### src/hdl/video_pkg.sv
/*
 * Shared constants and types for the video output stage.
 * Raster is tiny to keep simulation short; import into module bodies,
 * use scoped names in port lists.
 */
package video_pkg;

    // raster geometry, in pixels and lines
    localparam int H_ACTIVE = 16;   // visible pixels per line
    localparam int H_TOTAL  = 20;   // incl. horizontal blanking
    localparam int V_ACTIVE = 8;    // visible lines per frame
    localparam int V_TOTAL  = 10;   // incl. vertical blanking

    localparam int PXL_DIV = 4;     // clk cycles per pixel enable

    // palette
    localparam int PAL_DEPTH = 32;  // obj entries in the lower half and scroll in the upper

    // pixel enable stages from layer pixel in to color out
    // stage 1 = mux register, stage 2 = palette read register
    localparam int PIPE_LAT = 2;

    typedef logic [4:0] hcnt_t;     // 0..H_TOTAL-1
    typedef logic [3:0] vcnt_t;     // 0..V_TOTAL-1

    // layer pixel, 0 is transparent
    typedef logic [3:0] layer_pxl_t;

    typedef logic [4:0] pal_addr_t;

    // palette entry laid out as bbgggrrr
    typedef logic [7:0] pal_data_t;

    // one expanded color component
    typedef logic [3:0] color_t;

    // active flags travelling down the pixel pipe
    // high = visible
    typedef struct packed {
        logic lhbl;
        logic lvbl;
    } blank_t;

endpackage

### src/hdl/cen_delay.sv
/*
 * Clock-enabled delay line of DEPTH stages.
 * Payload type set by parameter, so one block covers address and blanking.
 */
module cen_delay #(
    parameter type T     = logic,
    parameter int  DEPTH = 1
) (
    input  logic clk,
    input  logic rst,
    input  logic cen,
    input  T     d,
    output T     q
);

    T stage [DEPTH];    // stage 0 takes d

    always_ff @(posedge clk) begin
        if (rst) begin
            for (int i = 0; i < DEPTH; i++) begin
                stage[i] <= '0;
            end
        end else if (cen) begin
            stage[0] <= d;
            for (int i = 1; i < DEPTH; i++) begin
                stage[i] <= stage[i-1];     // shift toward q
            end
        end
    end

    assign q = stage[DEPTH-1];

endmodule

### src/hdl/pal_ram.sv
/*
 * 32 x 8 palette memory.
 * Write any cycle, read register only moves on the pixel enable.
 */
module pal_ram (
    input  logic                 clk,
    input  logic                 cen,
    input  logic                 we,
    input  video_pkg::pal_addr_t waddr,
    input  video_pkg::pal_addr_t raddr,
    input  video_pkg::pal_data_t wdata,
    output video_pkg::pal_data_t q
);
    import video_pkg::*;

    pal_data_t mem [PAL_DEPTH];     // undefined until loaded

    always_ff @(posedge clk) begin
        if (we) begin
            mem[waddr] <= wdata;
        end
    end

    // second pixel pipe stage
    always_ff @(posedge clk) begin
        if (cen) begin
            q <= mem[raddr];
        end
    end

endmodule

### src/hdl/video_timer.sv
/*
 * Pixel clock enable and raster counters.
 * Drives hcnt/vcnt plus the early (pre-pipeline) active flags
 * that feed the color mixer.
 */
module video_timer (
    input  logic                clk,
    input  logic                rst,
    output logic                pxl_cen,
    output video_pkg::hcnt_t    hcnt,
    output video_pkg::vcnt_t    vcnt,
    output logic                pre_lhbl,
    output logic                pre_lvbl
);
    import video_pkg::*;

    localparam int DIV_W = $clog2(PXL_DIV);

    logic [DIV_W-1:0] div;  // clk cycle within the pixel
    logic             h_last;
    logic             v_last;

    // free running clock divider
    always_ff @(posedge clk) begin
        if (rst) begin
            div <= '0;
        end else if (pxl_cen) begin
            div <= '0;
        end else begin
            div <= div + 1'b1;
        end
    end

    // enable on the last clk of each pixel
    assign pxl_cen = (div == DIV_W'(PXL_DIV - 1));

    assign h_last = (hcnt == hcnt_t'(H_TOTAL - 1));
    assign v_last = (vcnt == vcnt_t'(V_TOTAL - 1));

    // raster counters step on the pixel enable only
    always_ff @(posedge clk) begin
        if (rst) begin
            hcnt <= '0;
            vcnt <= '0;
        end else if (pxl_cen) begin
            hcnt <= h_last ? '0 : hcnt + 1'b1;
            if (h_last) begin
                vcnt <= v_last ? '0 : vcnt + 1'b1;  // new line
            end
        end
    end

    // active region is the top left corner of the raster
    assign pre_lhbl = (hcnt < hcnt_t'(H_ACTIVE));
    assign pre_lvbl = (vcnt < vcnt_t'(V_ACTIVE));

endmodule

### src/hdl/pal_loader.sv
/*
 * Palette download FSM.
 * load_start opens a load, then each prog_strobe writes one byte to the
 * next palette address. pal_ready goes high after the last entry.
 */
module pal_loader (
    input  logic                 clk,
    input  logic                 rst,
    input  logic                 load_start,
    input  logic                 prog_strobe,
    input  video_pkg::pal_data_t prog_byte,
    output logic                 pal_we,
    output video_pkg::pal_addr_t pal_waddr,
    output video_pkg::pal_data_t pal_wdata,
    output logic                 pal_ready
);
    import video_pkg::*;

    typedef enum logic [1:0] {
        IDLE,
        LOAD,
        READY
    } state_t;

    state_t    state;
    pal_addr_t addr;        // next address to write
    logic      accept;      // strobe taken this cycle
    logic      last_byte;

    assign accept    = (state == LOAD) && prog_strobe && !load_start;
    assign last_byte = (addr == pal_addr_t'(PAL_DEPTH - 1));

    always_ff @(posedge clk) begin
        if (rst) begin
            state     <= IDLE;
            addr      <= '0;
            pal_we    <= 1'b0;
            pal_ready <= 1'b0;
        end else begin
            pal_we    <= accept;    // write lands one clk after strobe
            pal_ready <= (state == READY) && !load_start;
            if (load_start) begin
                state <= LOAD;      // restart from entry 0 even mid-load
                addr  <= '0;
            end else if (accept) begin
                addr <= addr + 1'b1;
                if (last_byte) begin
                    state <= READY;
                end
            end
        end
    end

    // write payload
    always_ff @(posedge clk) begin
        if (accept) begin
            pal_waddr <= addr;
            pal_wdata <= prog_byte;
        end
    end

endmodule

### src/hdl/colmix.sv
/*
 * Color mixer. Object over scroll priority, palette lookup,
 * 8 bit to 444 expansion and blanking aligned to the pixel pipe.
 * Latency is PIPE_LAT pixel enables from pixel in to color out.
 */
module colmix (
    input  logic                   clk,
    input  logic                   rst,
    input  logic                   pxl_cen,
    input  logic                   pre_lhbl,
    input  logic                   pre_lvbl,
    input  logic                   pal_ready,
    input  logic                   pal_we,
    input  video_pkg::layer_pxl_t  obj_pxl,
    input  video_pkg::layer_pxl_t  scr_pxl,
    input  logic [3:0]             gfx_en,      // bit 3 obj, bit 0 scroll
    input  video_pkg::pal_addr_t   pal_waddr,
    input  video_pkg::pal_data_t   pal_wdata,
    output video_pkg::color_t      red,
    output video_pkg::color_t      green,
    output video_pkg::color_t      blue,
    output logic                   lhbl,
    output logic                   lvbl
);
    import video_pkg::*;

    logic       obj_blank;
    layer_pxl_t scr_gated;
    pal_addr_t  mux_addr;   // combinational palette address
    pal_addr_t  rd_addr;    // after stage 1
    pal_data_t  rgb;        // after stage 2
    blank_t     blank_in;
    blank_t     blank_out;
    logic       show;

    // obj disabled reads as transparent
    assign obj_blank = (obj_pxl == '0) || !gfx_en[3];
    assign scr_gated = gfx_en[0] ? scr_pxl : '0;    // scroll off gives entry 16

    // lower half for objects, upper half for scroll
    assign mux_addr = obj_blank ? {1'b1, scr_gated} : {1'b0, obj_pxl};

    cen_delay #(
        .T     (pal_addr_t),
        .DEPTH (PIPE_LAT - 1)
    ) addr_dly (
        .clk (clk),
        .rst (rst),
        .cen (pxl_cen),
        .d   (mux_addr),
        .q   (rd_addr)
    );

    pal_ram pal (
        .clk   (clk),
        .cen   (pxl_cen),
        .we    (pal_we),
        .waddr (pal_waddr),
        .raddr (rd_addr),
        .wdata (pal_wdata),
        .q     (rgb)
    );

    // active flags go the full pipe length
    assign blank_in = '{lhbl: pre_lhbl, lvbl: pre_lvbl};

    cen_delay #(
        .T     (blank_t),
        .DEPTH (PIPE_LAT)
    ) blank_dly (
        .clk (clk),
        .rst (rst),
        .cen (pxl_cen),
        .d   (blank_in),
        .q   (blank_out)
    );

    assign lhbl = blank_out.lhbl;
    assign lvbl = blank_out.lvbl;

    // black in blanking and before the palette is in
    assign show = lhbl && lvbl && pal_ready;

    // repeat the msbs to fill 4 bits
    assign red   = show ? {rgb[2:0], rgb[2]} : '0;
    assign green = show ? {rgb[5:3], rgb[5]} : '0;
    assign blue  = show ? {2{rgb[7:6]}}      : '0;

endmodule

### src/hdl/video_top.sv
/*
 * Video output stage top.
 * Timer and palette loader feed the color mixer; pixels and the
 * palette byte stream come straight from the ports.
 */
module video_top (
    input  logic                  clk,
    input  logic                  rst,
    input  logic                  load_start,
    input  logic                  prog_strobe,
    input  video_pkg::pal_data_t  prog_byte,
    input  video_pkg::layer_pxl_t obj_pxl,
    input  video_pkg::layer_pxl_t scr_pxl,
    input  logic [3:0]            gfx_en,
    output logic                  pxl_cen,
    output video_pkg::hcnt_t      hcnt,
    output video_pkg::vcnt_t      vcnt,
    output logic                  pal_ready,
    output logic                  lhbl,
    output logic                  lvbl,
    output video_pkg::color_t     red,
    output video_pkg::color_t     green,
    output video_pkg::color_t     blue
);
    import video_pkg::*;

    logic      pre_lhbl;
    logic      pre_lvbl;
    logic      pal_we;      // loader to palette
    pal_addr_t pal_waddr;
    pal_data_t pal_wdata;

    video_timer timer (
        .clk      (clk),
        .rst      (rst),
        .pxl_cen  (pxl_cen),
        .hcnt     (hcnt),
        .vcnt     (vcnt),
        .pre_lhbl (pre_lhbl),
        .pre_lvbl (pre_lvbl)
    );

    pal_loader loader (
        .clk         (clk),
        .rst         (rst),
        .load_start  (load_start),
        .prog_strobe (prog_strobe),
        .prog_byte   (prog_byte),
        .pal_we      (pal_we),
        .pal_waddr   (pal_waddr),
        .pal_wdata   (pal_wdata),
        .pal_ready   (pal_ready)
    );

    colmix mixer (
        .clk       (clk),
        .rst       (rst),
        .pxl_cen   (pxl_cen),
        .pre_lhbl  (pre_lhbl),
        .pre_lvbl  (pre_lvbl),
        .pal_ready (pal_ready),
        .pal_we    (pal_we),
        .obj_pxl   (obj_pxl),
        .scr_pxl   (scr_pxl),
        .gfx_en    (gfx_en),
        .pal_waddr (pal_waddr),
        .pal_wdata (pal_wdata),
        .red       (red),
        .green     (green),
        .blue      (blue),
        .lhbl      (lhbl),
        .lvbl      (lvbl)
    );

endmodule

### config.mk
export PLATFORM = sky130hd
export DESIGN_NAME = video_top
export DESIGN_NICKNAME = d
export VERILOG_FILES = /design/src/hdl/video_pkg.sv /design/src/hdl/cen_delay.sv /design/src/hdl/pal_ram.sv /design/src/hdl/video_timer.sv /design/src/hdl/pal_loader.sv /design/src/hdl/colmix.sv /design/src/hdl/video_top.sv
export SDC_FILE = /design/constraint.sdc
export NUM_CORES = 1
export LEC_CHECK = 0
export BUFFER_PORTS_ARGS = -buffer_cell sky130_fd_sc_hd__buf_2
export CORE_ASPECT_RATIO = 0.6
export CORE_MARGIN = 8
export CORE_UTILIZATION = 50
export DETAILED_ROUTE_END_ITERATION = 10
export PLACE_DENSITY = 0.69
export SLEW_MARGIN = 20
export SYNTH_ARGS = -nofsm -noshare
export SYNTH_HDL_FRONTEND = slang
export SYNTH_SLANG_ARGS = --single-unit
### constraint.sdc
create_clock -name clk -period 2.1 [get_ports clk]
set_input_delay 0.42 -clock clk [delete_from_list [all_inputs] [get_ports clk]]
set_output_delay 0.42 -clock clk [all_outputs]
set_load 0.02 [all_outputs]
==> results_tabular.tex <==
\begin{tabular}{lr}
\hline
Metric & Value \\
\hline
\multicolumn{2}{l}{\textbf{Logic synthesis}} \\
Sequential cell area fraction in the yosys report & 76.1\% \\
Syn\_area\_per\_cell & 20.9 µm² \\
Distinct cell type count after synthesis & 35 \\
Leading area contributor after synthesis & edfxtp\_1 \\
Portion of synthesized cell area occupied by the leading cell type & 72.7\% \\
Mapped Nets & 592 \\
Total of flip-flops plus latches after synthesis & 306 \\
Cell count after synthesis & 564 \\
Ys Warns & 0 \\
Synth area leaders & edfxtp\_1 (73\%), mux4\_2 (15\%), dfxtp\_1 (3.4\%) \\
Netlist Area Pre-Place & 11800 µm² \\
\multicolumn{2}{l}{\textbf{Global routing}} \\
Largest net degree at the start of global routing & 33 \\
Overall track demand over capacity in global routing & 17.3\% \\
Initial antenna violation count & 0 \\
GR Layer Usage met2 & 26.1\% \\
Number of global-route vias before repair & 5858 \\
Overflow after GRT & 0 \\
Most crowded layer after global routing & met2 \\
Wire length of the first global-routing pass & 37600 µm \\
Routing usage on met1 & 25.8\% \\
Met3 global-route usage & 4.00\% \\
\multicolumn{2}{l}{\textbf{Clock network}} \\
Buffers from clock root to sink, at most & 3 \\
Number of H-tree levels & 1 \\
Post-CTS Setup Repair Bufs & 0 \\
Quantity of hold-fixing buffers added after cts & 0 \\
Clock buffer count from CTS & 27 \\
Clock tree from TritonCTS & built \\
Worst-path clk slew & 70 ps \\
Root buf cell & clkbuf\_16 \\
Clock Sink Count & 306 \\
Clock network latency to the later pin of the worst-skew pair & 530 ps \\
\multicolumn{2}{l}{\textbf{Timing}} \\
Setup repair after global routing missed its margin & yes \\
Least setup slack across all paths after layout & -231 ps \\
Max frequency & 429 MHz \\
Final count of hold timing violations & 0 \\
Post-route setup TNS & -1760 ps \\
Setup-failing EPs final & 8 \\
Worst slew pin tran & 538 ps \\
Hold slack & 69.4 ps \\
Period utilization & 111\% \\
Worst slew margin & 64.0\% \\
Number of max-slew violations in the final report & 0 \\
Final critical-path required period & 2330 ps \\
Worst clock skew on the final layout & 7.69 ps \\
\multicolumn{2}{l}{\textbf{Layout}} \\
Most frequent standard cell in the layout excluding fill and tap cells & edfxtp\_1 \\
Total number of nets in the final design & 704 \\
Area occupied by multi-input gates & 2680 µm² \\
Final cell count without fillers & 1011 \\
Layout Area Growth over Synthesis & 17.8\% \\
Fraction of final layout cells sized beyond drive strength 1 & 35.2\% \\
Filler cell count & 1636 \\
Commonest cells after routing, fill and taps aside & edfxtp\_1 (286), mux4\_2 (80), nor2\_1 (56) \\
Sequential cell area & 8990 µm² \\
Total inserted antenna cells & 0 \\
\multicolumn{2}{l}{\textbf{Worst setup path}} \\
Dominant delay contributor by cell family on the critical path & multiplexers \\
Delay of the slowest critical-path stage & 560 ps \\
Kind of critical path & flop to flop \\
Critical path cell sequence & buf\_12 > clkbuf\_16 > mux4\_2 > mux4\_2 > mux2\_2 \\
Buf/Inv on CP & 2 \\
CP startpoint kind & flop \\
Worst path required time & 2380 ps \\
Critical-path top delay cell & mux4\_2 \\
Arr. time, crit path & 2610 ps \\
Kind of end point of the critical path & flop \\
Most frequent CP cell & mux4\_2 \\
Critical Path Fanout Max & 11 \\
\multicolumn{2}{l}{\textbf{Die}} \\
Starting density of the core & 51.1\% \\
Area inside the core boundary & 23100 µm² \\
Count of standard-cell rows & 43 \\
Horizontal die dimension & 214 µm \\
Die Area & 29000 µm² \\
I/O pins & 49 \\
Height of the die & 135 µm \\
\multicolumn{2}{l}{\textbf{Power}} \\
IR drop worst, VDD & 0.739 mV \\
Power Density & 876 nW/µm² \\
Leakage power & 4.57 nW \\
\multicolumn{2}{l}{\textbf{Route}} \\
Vias after detailed routing & 5789 \\
Detail Route Antenna Nets & 0 \\
Final WL & 25600 µm \\
Average wire per standard cell & 25.3 µm \\
Detail-routed via count per cell & 5.73 \\
DRC viols & 0 \\
Drt initial violations & 640 \\
Detailed-router iteration count before antenna repair & 5 \\
\multicolumn{2}{l}{\textbf{Place}} \\
Routability cong. & 0.847 \\
HPWL after detailed placement & 16800 µm \\
Placed Cells incl. Taps & 952 \\
Port buffer count & 46 \\
\multicolumn{2}{l}{\textbf{Job}} \\
Max Cap Violations & 0 \\
\multicolumn{2}{l}{\textbf{Min path}} \\
HP Class & input pin to flop \\
\multicolumn{2}{l}{\textbf{Run status}} \\
Result of the run & finished with violations \\
Violations in the final reports & negative setup slack \\
\hline
\end{tabular}
## power breakdown
part	switching (mW)	internal (mW)	leakage, nW	total [mW]
combinational	0.296	0.329	1.42	0.625
sequential	0.0331	6.65	2.75	6.68
clock	2.11	2.77	0.406	4.88
total	2.44	9.75	4.57	12.2
## layout make-up
class                           count  area share [%]
Multi-Input combinational cell    225            19.2
Inverter                            4           0.108
Tap cell                          315            2.83
Timing Repair Buffer              112            6.99
Clock inverter                     10           0.791
Clock buffer                       39            5.48
Sequential cell                   306            64.6
## kinds of logic (layout without fill, tap and decap cells)
logic type               count (synthesis)  in the layout  share of synthesized area, %
XOR/XNOR                                 6              6                         0.445
flip-flops                             306            306                          76.1
AO/OA/AOI/OAI                           13             13                         0.657
adder cells (fa/ha/maj)                  4              4                         0.424
AND/OR/NAND/NOR                        108            108                          4.41
multiplexers                            94             94                          16.5
buffers and inverters                   33            165                          1.44
## Yosys cell counts
cell type    n
xnor2_1      1
nor3b_1      1
inv_1        4
clkbuf_1    12
xor2_1       5
o41ai_1      1
buf_6        1
nor4bb_1     2
ha_1         4
or3b_2       2
edfxtp_1   286
nor2_1      56
mux4_2      80
buf_2        1
and2_1       8
a21boi_0     1
or2_2        2
nand4_1      3
nand2_1     10
nand3b_1     5
nand3_1      7
a21oi_1      8
dfxtp_1     20
nor3_1       1
mux2i_1      6
mux2_2       8
nor2b_1      5
o32ai_1      1
a211oi_1     1
and3_1       3
or3_1        1
o21ai_0      1
buf_4       10
buf_1        5
nand2b_1     2
## through the flow
| stage | util, % | setup WS [ps] | total power [mW] | cell area, µm² |
|---|---|---|---|---|
| 5_1_grt | 60.2 | -275 | 12.5 | 13900 |
| 3_3_place_gp | 55.5 | -227 | 7.39 | 12800 |
| 6_report | 60.2 | -231 | 12.2 | 13900 |
| 2_1_floorplan | - | -21.5 | 7.18 | 11800 |
| 4_1_cts | 59.3 | -254 | 12.2 | 13700 |
| 3_5_place_dp | 55.5 | -245 | 7.41 | 12800 |
## path summary, 6_finish.rpt
path | startpoint | end | slack (ps) | cells past startpoint
hold / removal | prog_byte[4] | loader.pal_wdata[4] | 70 | 1
setup / recovery | mixer.addr_dly.stage[0][0] | mixer.pal.q[0] | -230 | 5
setup reg to reg | mixer.addr_dly.stage[0][0] | mixer.pal.q[0] | -230 | 5
hold reg to reg | timer.div[0] | timer.div[0] | 440 | 1
## registers in the layout, indices dropped and copies added (netlist names), 2 cells and up
register,cells
timer.vcnt,4
mixer.pal.mem,256
timer.hcnt,5
mixer.blank_dly.stage,4
mixer.addr_dly.stage,5
loader.addr,5
loader.pal_waddr,5
loader.state,2
mixer.pal.q,8
loader.pal_wdata,8
timer.div,2
## what timing repair did
item,in CTS,in global routing
setup endpoints to repair,9,9
resized for setup,1,7
gates cloned,0,2
## worst reg2reg max path: cells and delay by family, from the launching register on
kind / cells / cell delay (ps)
buffers and inverters: 2 / 380
flip-flops: 1 / 370
multiplexers: 3 / 1330
## layer usage
layer / vias up / wire (µm)
met4: 0 / 411
met5: - / 0
met2: 185 / 11700
met3: 33 / 1880
li1: 2522 / -
met1: 3049 / 11600
Note: power is estimated with default switching activity, not from simulation.
